<file path="src/eth_rx_macros.svh">
`ifndef ETH_RX_MACROS_SVH
`define ETH_RX_MACROS_SVH

// ====================
// Frame length limits
// ====================

// Smallest legal frame in bytes, FCS included
`define ETH_MIN_LEN 64

// Largest legal frame in bytes, FCS included
`define ETH_MAX_LEN 1518

// Byte counter width
// Counter saturates at all ones (2047)
`define ETH_LEN_W 11

// ====================
// FCS check
// ====================

// Residue after a correct FCS, seen at crc_dout
// Same as 0xC704DD7B after inversion and per-byte bit reversal
`define FCS_GOOD_RESIDUE 32'h1CDF_4421

`endif

</file>
<file path="src/eth_rx_pkg.sv">
package eth_rx_pkg;

    `include "eth_rx_macros.svh"

    // ====================
    // Frame length
    // ====================

    // Byte count of one frame, FCS included
    typedef logic [`ETH_LEN_W-1:0] frame_len_t;

    // ====================
    // Frame status
    // ====================

    // Per-frame result code
    // Runt and giant come from the length check alone
    typedef enum logic [1:0] {
        FRM_GOOD    = 2'd0,
        FRM_BAD_FCS = 2'd1,
        FRM_RUNT    = 2'd2,
        FRM_GIANT   = 2'd3
    } frame_stat_t;

endpackage

</file>
<file path="src/eth_rx_check.sv">
`timescale 1ns/1ns

module eth_rx_check
    import eth_rx_pkg::*;
(
    input  logic        clk_sys,
    input  logic        rst_sys,
    input  logic [7:0]  rx_data,
    input  logic        rx_vld,
    input  logic        rx_sop,
    input  logic        rx_eop,
    output logic        status_vld,
    output frame_stat_t frame_stat,
    output frame_len_t  stat_len,
    output logic [15:0] good_cnt,
    output logic [15:0] bad_cnt
);

    // Results handed to the status stage
    logic [31:0] crc_dout;
    logic        len_done;
    frame_len_t  frame_len;
    frame_stat_t len_class;

    // ====================
    // CRC over the whole frame
    // ====================

    fcs_calc fcs_calc_i (
        .clk_sys     (clk_sys),
        .rst_sys     (rst_sys),
        .crc_din     (rx_data),
        .crc_sop     (rx_sop),
        .crc_din_vld (rx_vld),
        .crc_cap     (rx_eop),
        .crc_dout    (crc_dout)
    );

    // ====================
    // Length check
    // ====================

    // Same byte strobes as the CRC path
    frame_length_check frame_length_check_i (
        .clk_sys   (clk_sys),
        .rst_sys   (rst_sys),
        .rx_vld    (rx_vld),
        .rx_sop    (rx_sop),
        .rx_eop    (rx_eop),
        .len_done  (len_done),
        .frame_len (frame_len),
        .len_class (len_class)
    );

    // ====================
    // Status and counters
    // ====================

    frame_status frame_status_i (
        .clk_sys    (clk_sys),
        .rst_sys    (rst_sys),
        .len_done   (len_done),
        .frame_len  (frame_len),
        .len_class  (len_class),
        .crc_dout   (crc_dout),
        .status_vld (status_vld),
        .frame_stat (frame_stat),
        .stat_len   (stat_len),
        .good_cnt   (good_cnt),
        .bad_cnt    (bad_cnt)
    );

endmodule

</file>
<file path="src/fcs_calc.sv">
`timescale 1ns/1ns

module fcs_calc (
    input  logic        clk_sys,
    input  logic        rst_sys,
    input  logic [7:0]  crc_din,
    input  logic        crc_sop,
    input  logic        crc_din_vld,
    input  logic        crc_cap,
    output logic [31:0] crc_dout
);

    // CRC-32 seed and generator polynomial
    localparam logic [31:0] CRC_SEED = 32'hFFFF_FFFF;
    localparam logic [31:0] CRC_POLY = 32'h04C1_1DB7;

    logic [7:0]  din_rev;
    logic [31:0] crc_reg;
    logic [31:0] crc_base;
    logic [31:0] crc_next;
    logic [31:0] cap_reg;
    logic [31:0] cap_inv;

    // ====================
    // Next-state equations
    // ====================

    // One byte through the MSB-first shift register
    // Loop unrolls into the parallel XOR equations
    function automatic logic [31:0] crc32_byte(
        input logic [31:0] crc_in,
        input logic [7:0]  d
    );
        logic [31:0] c;
        logic        fb;
        c = crc_in;
        // Bit 7 of the reversed byte goes in first
        for (int i = 7; i >= 0; i--) begin
            fb = c[31] ^ d[i];
            c  = {c[30:0], 1'b0};
            if (fb) begin
                c = c ^ CRC_POLY;
            end
        end
        return c;
    endfunction

    // Ethernet sends LSB first, so flip the byte
    for (genvar i = 0; i < 8; i++) begin : g_din_rev
        assign din_rev[i] = crc_din[7-i];
    end

    // First byte of a frame starts from the seed
    assign crc_base = crc_sop ? CRC_SEED : crc_reg;
    assign crc_next = crc32_byte(crc_base, din_rev);

    // ====================
    // Registers
    // ====================

    // Running CRC, advanced on every valid byte
    always_ff @(posedge clk_sys or posedge rst_sys) begin
        if (rst_sys) begin
            crc_reg <= CRC_SEED;
        end else if (crc_din_vld) begin
            crc_reg <= crc_next;
        end
    end

    // Capture includes the eop byte itself
    always_ff @(posedge clk_sys or posedge rst_sys) begin
        if (rst_sys) begin
            cap_reg <= '0;
        end else if (crc_din_vld && crc_cap) begin
            cap_reg <= crc_next;
        end
    end

    // ====================
    // Output transform
    // ====================

    // Invert, then reverse the bits inside each byte
    assign cap_inv = ~cap_reg;

    for (genvar i = 0; i < 32; i++) begin : g_dout_rev
        assign crc_dout[i] = cap_inv[8*(i/8) + 7 - (i%8)];
    end

    // Sop and capture strobes only come with a byte
    a_strobe_with_vld: assert property (
        @(posedge clk_sys) disable iff (rst_sys)
        (crc_sop || crc_cap) |-> crc_din_vld
    );

endmodule

</file>
<file path="src/frame_length_check.sv">
`timescale 1ns/1ns
`include "eth_rx_macros.svh"

module frame_length_check
    import eth_rx_pkg::*;
(
    input  logic        clk_sys,
    input  logic        rst_sys,
    input  logic        rx_vld,
    input  logic        rx_sop,
    input  logic        rx_eop,
    output logic        len_done,
    output frame_len_t  frame_len,
    output frame_stat_t len_class
);

    // Counter stops at all ones
    localparam frame_len_t LEN_SAT = '1;

    logic       in_frame;
    frame_len_t byte_cnt;
    frame_len_t cnt_next;

    // ====================
    // Byte count
    // ====================

    // Count including the current byte
    // Sop restarts at one, even from saturation
    always_comb begin
        if (rx_sop) begin
            cnt_next = frame_len_t'(1);
        end else if (byte_cnt == LEN_SAT) begin
            cnt_next = byte_cnt;
        end else begin
            cnt_next = byte_cnt + frame_len_t'(1);
        end
    end

    // ====================
    // Registers
    // ====================

    always_ff @(posedge clk_sys or posedge rst_sys) begin
        if (rst_sys) begin
            in_frame  <= 1'b0;
            byte_cnt  <= '0;
            len_done  <= 1'b0;
            frame_len <= '0;
            len_class <= FRM_GOOD;
        end else begin
            // Pulse in the cycle after the eop byte
            len_done <= rx_vld && rx_eop;
            if (rx_vld) begin
                byte_cnt <= cnt_next;
                // Open until the eop byte
                in_frame <= !rx_eop;
                if (rx_eop) begin
                    frame_len <= cnt_next;
                    // Runt checked first
                    if (cnt_next < frame_len_t'(`ETH_MIN_LEN)) begin
                        len_class <= FRM_RUNT;
                    end else if (cnt_next > frame_len_t'(`ETH_MAX_LEN)) begin
                        len_class <= FRM_GIANT;
                    end else begin
                        len_class <= FRM_GOOD;
                    end
                end
            end
        end
    end

    // Bytes after the first only inside a frame
    a_byte_in_frame: assert property (
        @(posedge clk_sys) disable iff (rst_sys)
        (rx_vld && !rx_sop) |-> in_frame
    );

endmodule

</file>
<file path="src/frame_status.sv">
`timescale 1ns/1ns
`include "eth_rx_macros.svh"

module frame_status
    import eth_rx_pkg::*;
(
    input  logic        clk_sys,
    input  logic        rst_sys,
    input  logic        len_done,
    input  frame_len_t  frame_len,
    input  frame_stat_t len_class,
    input  logic [31:0] crc_dout,
    output logic        status_vld,
    output frame_stat_t frame_stat,
    output frame_len_t  stat_len,
    output logic [15:0] good_cnt,
    output logic [15:0] bad_cnt
);

    logic        crc_ok;
    frame_stat_t stat_next;

    // ====================
    // Status merge
    // ====================

    // Residue compare on the captured CRC
    assign crc_ok = (crc_dout == `FCS_GOOD_RESIDUE);

    // Length class already holds runt over giant
    // A bad FCS only shows on a frame of legal length
    always_comb begin
        if (len_class != FRM_GOOD) begin
            stat_next = len_class;
        end else if (crc_ok) begin
            stat_next = FRM_GOOD;
        end else begin
            stat_next = FRM_BAD_FCS;
        end
    end

    // ====================
    // Pulse and counters
    // ====================

    always_ff @(posedge clk_sys or posedge rst_sys) begin
        if (rst_sys) begin
            status_vld <= 1'b0;
            good_cnt   <= '0;
            bad_cnt    <= '0;
        end else begin
            // One cycle after len_done
            status_vld <= len_done;
            if (len_done) begin
                // Both counters wrap
                if (stat_next == FRM_GOOD) begin
                    good_cnt <= good_cnt + 16'd1;
                end else begin
                    bad_cnt <= bad_cnt + 16'd1;
                end
            end
        end
    end

    // Result held until the next frame
    always_ff @(posedge clk_sys) begin
        if (len_done) begin
            frame_stat <= stat_next;
            stat_len   <= frame_len;
        end
    end

    // Single-cycle status strobe per frame
    a_status_pulse: assert property (
        @(posedge clk_sys) disable iff (rst_sys)
        status_vld |=> !status_vld
    );

endmodule

</file>
<file path="config.mk">
export PLATFORM = sky130hd
export DESIGN_NAME = eth_rx_check
export DESIGN_NICKNAME = d
export VERILOG_FILES = /design/src/eth_rx_pkg.sv /design/src/eth_rx_check.sv /design/src/fcs_calc.sv /design/src/frame_length_check.sv /design/src/frame_status.sv
export VERILOG_INCLUDE_DIRS = /design/src
export SDC_FILE = /design/constraint.sdc
export NUM_CORES = 1
export LEC_CHECK = 0
export ABC_AREA = 1
export ABC_CLOCK_PERIOD_IN_PS = 3300
export BUFFER_PORTS_ARGS = -buffer_cell sky130_fd_sc_hd__clkbuf_2
export CORE_ASPECT_RATIO = 1.2
export CORE_UTILIZATION = 35
export CTS_BUF_LIST = sky130_fd_sc_hd__clkbuf_2 sky130_fd_sc_hd__clkbuf_4 sky130_fd_sc_hd__clkbuf_8
export CTS_CLUSTER_SIZE = 8
export DETAILED_ROUTE_END_ITERATION = 7
export PLACE_DENSITY = 0.5
export SYNTH_ARGS = -nofsm -noshare
export SYNTH_HDL_FRONTEND = slang
export SYNTH_SLANG_ARGS = --single-unit
</file>
<file path="constraint.sdc">
create_clock -name clk_sys -period 3.3 [get_ports clk_sys]
set_input_delay 0.165 -clock clk_sys [delete_from_list [all_inputs] [get_ports clk_sys]]
set_output_delay 0.165 -clock clk_sys [all_outputs]
set_load 0.01 [all_outputs]
</file>
**Yosys cells after proc, flatten, opt, wreduce, memory -nomap -nowiden**

Cells that the tools add are included.

- Multiplexer cells: 15
- Bitwise logic cells: 18
- Equal/unequal tests: 2
- $lt $le $gt $ge: 2
- $add $sub $neg: 3
- Reductions and logical operators: 6

Operator list:

| cell | number |
|---|---|
| 2-to-1 mux 27 bit | 8 |
| inverter 14 bit | 8 |
| adder 16 x 1 -> 16 bit (second input constant) | 2 |
| equality test 32 x 29 -> 1 bit (second input constant) | 1 |
| 2-to-1 mux 32 bit | 1 |
| inverter 32 bit | 1 |
| 2-to-1 mux 11 bit | 2 |
| adder 11 x 1 -> 11 bit (second input constant) | 1 |
| equality test 11 bit (second input constant) | 1 |
| greater-than comparator 11 bit (second input constant) | 1 |
| < comparator 11 x 7 -> 1 bit (second input constant) | 1 |
| bitwise XOR 1 bit | 8 |
| 2-to-1 mux 2 bit | 3 |
| AND reduction 2 bit | 3 |
| logical NOT 2 bit | 1 |
| nonzero test 2 bit | 1 |
| logical AND 1 bit | 1 |
| 2-to-1 mux 1 bit | 1 |
| inverter 1 bit | 1 |

- Register bits: 135
- Bits of input ports: 13

**Longest topological paths before layout**

- Depth after elaboration: 17
- Depth in mapped cells: 15
- Mapped depth without buffers: 14

**Modules after synthesis**

A second synthesis with hierarchy kept.

- Cells, all modules: 1004
- Area total of the unflattened synthesis: 7727.4 um^2

By module, submodules not included:

| module | times used | cells an instance | area each (um^2) | sequential area each (um^2) |
|---|---|---|---|---|
| fcs_calc | 1 | 488 | 3754.9 | 1641.6 |
| frame_status | 1 | 346 | 2670.1 | 1216.2 |
| frame_length_check | 1 | 170 | 1302.5 | 625.6 |

**Worst setup path before layout**

Ideal clock, no wire load.

- Path type: reg2reg
- Start: register frame_length_check_i.byte_cnt[1]
- End: register frame_length_check_i.len_class[0]
- Setup slack: 1460 ps
- Path buffers: 0
- Cell stages (with the launch flop): 14
- Arrival: 1757 ps
- Period minus slack after synthesis: 1840 ps
- Cell sequence: dfrtp_1 ha_1 inv_1 nor2_1 nand3_1 nand2_1 nand2_1 nor2_1 nand3_1 nand2_1 nand2_1 nand2_1 nand2_1 o21ai_0

- Cells in the longest elaborated chain, start to end: 6

RTL lines:

| item | RTL line | source |
|---|---|---|
| from (decl) | frame_length_check.sv:21 | `frame_len_t byte_cnt;` |
| from (signal assigned) | frame_length_check.sv:55 | `byte_cnt <= cnt_next;` |
| adder 11 x 1 -> 11 bit or equality test 11 bit (tied branches) | frame_length_check.sv:36, frame_length_check.sv:33 |  |
| 2-to-1 mux 11 bit * | frame_length_check.sv:33 | `end else if (byte_cnt == LEN_SAT) begin` |
| 2-to-1 mux 11 bit * | frame_length_check.sv:31 | `if (rx_sop) begin` |
| greater-than comparator 11 bit | frame_length_check.sv:63 | `` end else if (cnt_next > frame_len_t'(`ETH_MAX_LEN)) begin `` |
| 2-to-1 mux 2 bit | frame_length_check.sv:63 |  |
| 2-to-1 mux 2 bit * | frame_length_check.sv:61 | `` if (cnt_next < frame_len_t'(`ETH_MIN_LEN)) begin `` |
| to (signal assigned) | frame_length_check.sv:62 | `len_class <= FRM_RUNT;` |
| to (signal assigned) | frame_length_check.sv:64 | `len_class <= FRM_GIANT;` |
| to (signal assigned) | frame_length_check.sv:66 | `len_class <= FRM_GOOD;` |
| to (decl) | frame_length_check.sv:14 | `output frame_stat_t len_class` |

Every way passes the cells marked *; elsewhere a longest branch is shown, timed or not.
A chain may end at the register's enable or synchronous reset.

**Final worst setup path**

- Start: register fcs_calc_i.cap_reg[9]
- End: register frame_status_i.bad_cnt[2]

- Cells in the longest elaborated chain, start to end: 7

RTL lines:

| item | RTL line | source |
|---|---|---|
| from (decl) | fcs_calc.sv:21 | `logic [31:0] cap_reg;` |
| from (signal assigned) | fcs_calc.sv:75 | `cap_reg <= crc_next;` |
| inverter 32 bit | fcs_calc.sv:84 | `assign cap_inv = ~cap_reg;` |
| equality test 32 x 29 -> 1 bit (no source line) | -- |  |
| 2-to-1 mux 1 bit | frame_status.sv:35 | `end else if (crc_ok) begin` |
| 2-to-1 mux 2 bit | frame_status.sv:33 | `if (len_class != FRM_GOOD) begin` |
| logical NOT 2 bit | frame_status.sv:56 | `if (stat_next == FRM_GOOD) begin` |
| inverter 1 bit (no source line) | -- |  |
| AND reduction 2 bit (no source line) | -- |  |
| to (signal assigned) | frame_status.sv:59 | `bad_cnt <= bad_cnt + 16'd1;` |
| to (decl) | frame_status.sv:17 | `output logic [15:0] bad_cnt` |

Every way passes these cells.

==> flow_summary_export.csv <==
group,metric,value,unit
status,status,"finished clean",
pwr,p_leak,3.74,nW
sta,fmax,0.411,GHz
clocking,cts_resized,0,
place,gp_congestion,0.882,
grt,grt.total_usage,17.7,%
place,port_buffers,58,
sta,period_minus_slack,2.43,ns
clocking,path_clk_slew,0.08,ns
clocking,clock_path_buffers,2,
sta,post-route-period-util,73.7,%
finish,drive_gt1_share,16.7,%
setup_path,end_kind,"flip-flop",
grt,grt_pass1_vias,5435,
clocking,cts_hold_buf,1,
grt,grt_max_degree,72,
sta,fin_tns_setup,0,ns
setup_path,cp.required,3.61,ns
floorplanning,boundaryPins,59,
synthesis,yosysWarnings,0,
routing,postRouteAntennaNets,0,
setup_path,crit_type,"flip-flop to flip-flop",
worst_hold_path,worstHoldPathType,"primary input to flip-flop",
floorplanning,initial_core_util,35.7,%
synthesis,synth_cell_types,31,
routing,vias,5412,
sta,final_max_slew_viol_count,0,
pwr,p_seq_share,41.4,%
clocking,cts_buffers,17,
floorplanning,core,19600,µm²
run,max_cap_viol_count,0,
clocking,cts-root-buf,"clkbuf_8",
pwr,p_per_area,749,nW/µm²
grt,antenna_found_initial,0,
setup_path,start_kind,"flip-flop",
grt,grt_pass1_wl,28400,µm
clocking,cts_sinks,135,
pwr,swShare,36.4,%
floorplanning,die_w,131,µm
sta,tightest_slew,0.952,ns
synthesis,syn_avg_cell_area,8.32,µm²
routing,wirelength,16800,µm
synthesis,synth_nets,859,
clocking,cts_setup_buffers,0,
routing,via_per_inst,4.61,
finish,antenna_cells,0,
pwr,p_clk_share,26.7,%
synthesis,ys_ff_latch,135,
finish,areaGrowthSynthToFinish,15.0,%
synthesis,netlist_area,7010,µm²
clocking,htreeDepth,4,
place,dp_hpwl,11700,µm
routing,drc,0,
floorplanning,rows,56,
sta,slew_headroom,36.4,%
routing,firstDrtPassIters,4,
place,post_dp_cell_area,7600,µm²
pwr,p_sw,2.20,mW
finish,fillers,2021,
pwr,pwr-share-comb,31.9,%
finish,final_cell_area,8060,µm²
sta,rsz0062_at_grt,"false",
finish,nets,915,
synthesis,syn_inst,843,
clocking,clk_latency,0.45,ns
grt,grt-ovfl-total,0,
pwr,peakVddDrop,0.000315,V
routing,dr.first_iter.drc_count,305,
sta,hold_viol,0,
floorplanning,design.die.area,20600,µm²
routing,wire_per_inst,14.3,µm
setup_path,arrival,2.74,ns
pwr,p_int,3.84,mW
sta,fin_worst_skew,0.0145,ns
floorplanning,die_h,157,µm
clocking,cts_tree,"built",
sta,setup_violations,0,
synthesis,yosysSeqAreaShare,49.7,%
setup_path,worstPathMaxFanout,20,
==> cell families (layout without fill, tap and decap cells) <==
kind of cell / after synthesis / after routing / share of synthesized area (%)
and+or+nand+nor: 428 / 428 / 25.4
DFF: 135 / 135 / 49.7
xor gates and xnor gates: 93 / 93 / 12.6
AOI/OAI and AO/OA: 92 / 92 / 6.60
buffers and inverters: 92 / 161 / 5.14
adders and majority gates: 3 / 3 / 0.535
==> power groups by stage <==
| stage | registers [mW] | clock network, mW | logic [mW] |
|---|---|---|---|
| after detailed placement | 2.53 | 0 | 1.96 |
| after global placement | 2.53 | 0 | 1.95 |
| final | 2.50 | 1.61 | 1.93 |
| after floorplan | 2.46 | 0 | 1.43 |
| after CTS | 2.51 | 1.67 | 1.96 |
| after global routing | 2.56 | 1.73 | 2.19 |
==> synth_stat cells <==
library cell	count	area, µm²
xnor2_1	34	298
o21ai_1	3	15.0
nand3b_1	3	22.5
and2_1	1	6.26
nor3b_1	1	7.51
nor3_1	10	50.1
ha_1	3	37.5
o21ai_0	84	420
nor4_1	8	50.1
a21oi_1	4	20.0
nor2_8	1	20.0
inv_2	1	3.75
clkbuf_1	27	101
xor2_4	1	27.5
xor2_1	51	447
nand2_4	1	11.3
nor2_2	2	12.5
nor2_1	57	214
dfstp_2	32	841
nand2_1	281	1050
nand4_1	9	56.3
dfrtp_1	90	2250
inv_1	60	225
nand2_2	6	37.5
buf_6	2	22.5
xor2_2	5	81.3
nand3_1	48	240
edfxtp_1	13	390
o211ai_1	1	7.51
buf_1	2	7.51
xnor2_2	2	32.5
==> per-layer routing <==
metal  global-route usage (%)  share of wire [%]
met5                        0                  0
met4                     7.23                1.8
met3                     2.93                2.9
met2                     30.2                 49
met1                     22.3                 47
==> cell type report <==
cell class | instances | area [µm²] | share of cell area (%)
Sequential cell | 135 | 3480 | 43.2
Multi-Input combinational cell | 616 | 3170 | 39.3
Timing Repair Buffer | 68 | 393 | 4.87
Tap cell | 261 | 327 | 4.05
Clock buffer | 20 | 256 | 3.18
Inverter | 61 | 233 | 2.89
Clock inverter | 12 | 200 | 2.48
==> critical path, cell delays in order, from the launching register on <==
cell and delay (ns):
dfrtp_1 0.39, inv_1 0.05, nand4_1 0.10, nor4_1 0.34
and2_1 0.23, nand3_1 0.39, nand2_1 0.64, o21ai_0 0.15
==> worst paths after layout <==
check | startpoint | endpoint | slack, ns | depth (start not counted)
worst max-delay path | fcs_calc_i.cap_reg[9]$_DFFE_PP0P_ | frame_status_i.bad_cnt[2]$_DFFE_PP0P_ | 0.87 | 7
worst min register to register | frame_length_check_i.frame_len[1]$_DFFE_PP0P_ | frame_status_i.stat_len[1]$_DFFE_PP_ | 0.45 | 0
max in group asynchronous | rst_sys | fcs_calc_i.crc_reg[20]$_DFFE_PP1P_ | 2.03 | 4
worst min-delay path | rx_data[7] | fcs_calc_i.crc_reg[22]$_DFFE_PP1P_ | 0.26 | 5
worst max register to register | fcs_calc_i.cap_reg[9]$_DFFE_PP0P_ | frame_status_i.bad_cnt[2]$_DFFE_PP0P_ | 0.87 | 7
min in group asynchronous | rst_sys | fcs_calc_i.cap_reg[3]$_DFFE_PP0P_ | 0.45 | 3
==> placed cells by master (no fill, tap or decap), types with 2 or more instances in the layout <==
cell	instances
clkinv_4	3
clkbuf_2	58
dfrtp_1	90
bufinv_16	5
nand2_2	7
o21ai_0	84
nor2_2	2
dfstp_2	32
clkbuf_8	17
xor2_2	5
inv_1	59
a21oi_1	4
o21ai_1	3
xor2_1	51
nor3_1	10
ha_1	3
nand4_1	9
clkbuf_4	3
clkinv_2	3
nand2_1	280
edfxtp_1	13
nor2_1	57
xnor2_2	2
xnor2_1	34
nand3_1	48
buf_12	2
nor4_1	8
buf_4	7
nand3b_1	3
==> metrics by stage <==
stage | instances | hold WS, ns | worst slack (ns) | util, % | power, mW
2_1_floorplan | 843 | 0.425 | 1.46 | - | 3.89
3_3_place_gp | 1140 | 0.413 | 0.772 | 38.7 | 4.48
3_5_place_dp | 1140 | 0.418 | 0.746 | 38.7 | 4.49
4_1_cts | 1173 | 0.229 | 0.727 | 41.1 | 6.13
5_1_grt | 1173 | 0.262 | 0.478 | 41.1 | 6.49
6_report | 1173 | 0.261 | 0.868 | 41.1 | 6.04
(Power assumes the default switching activity.)
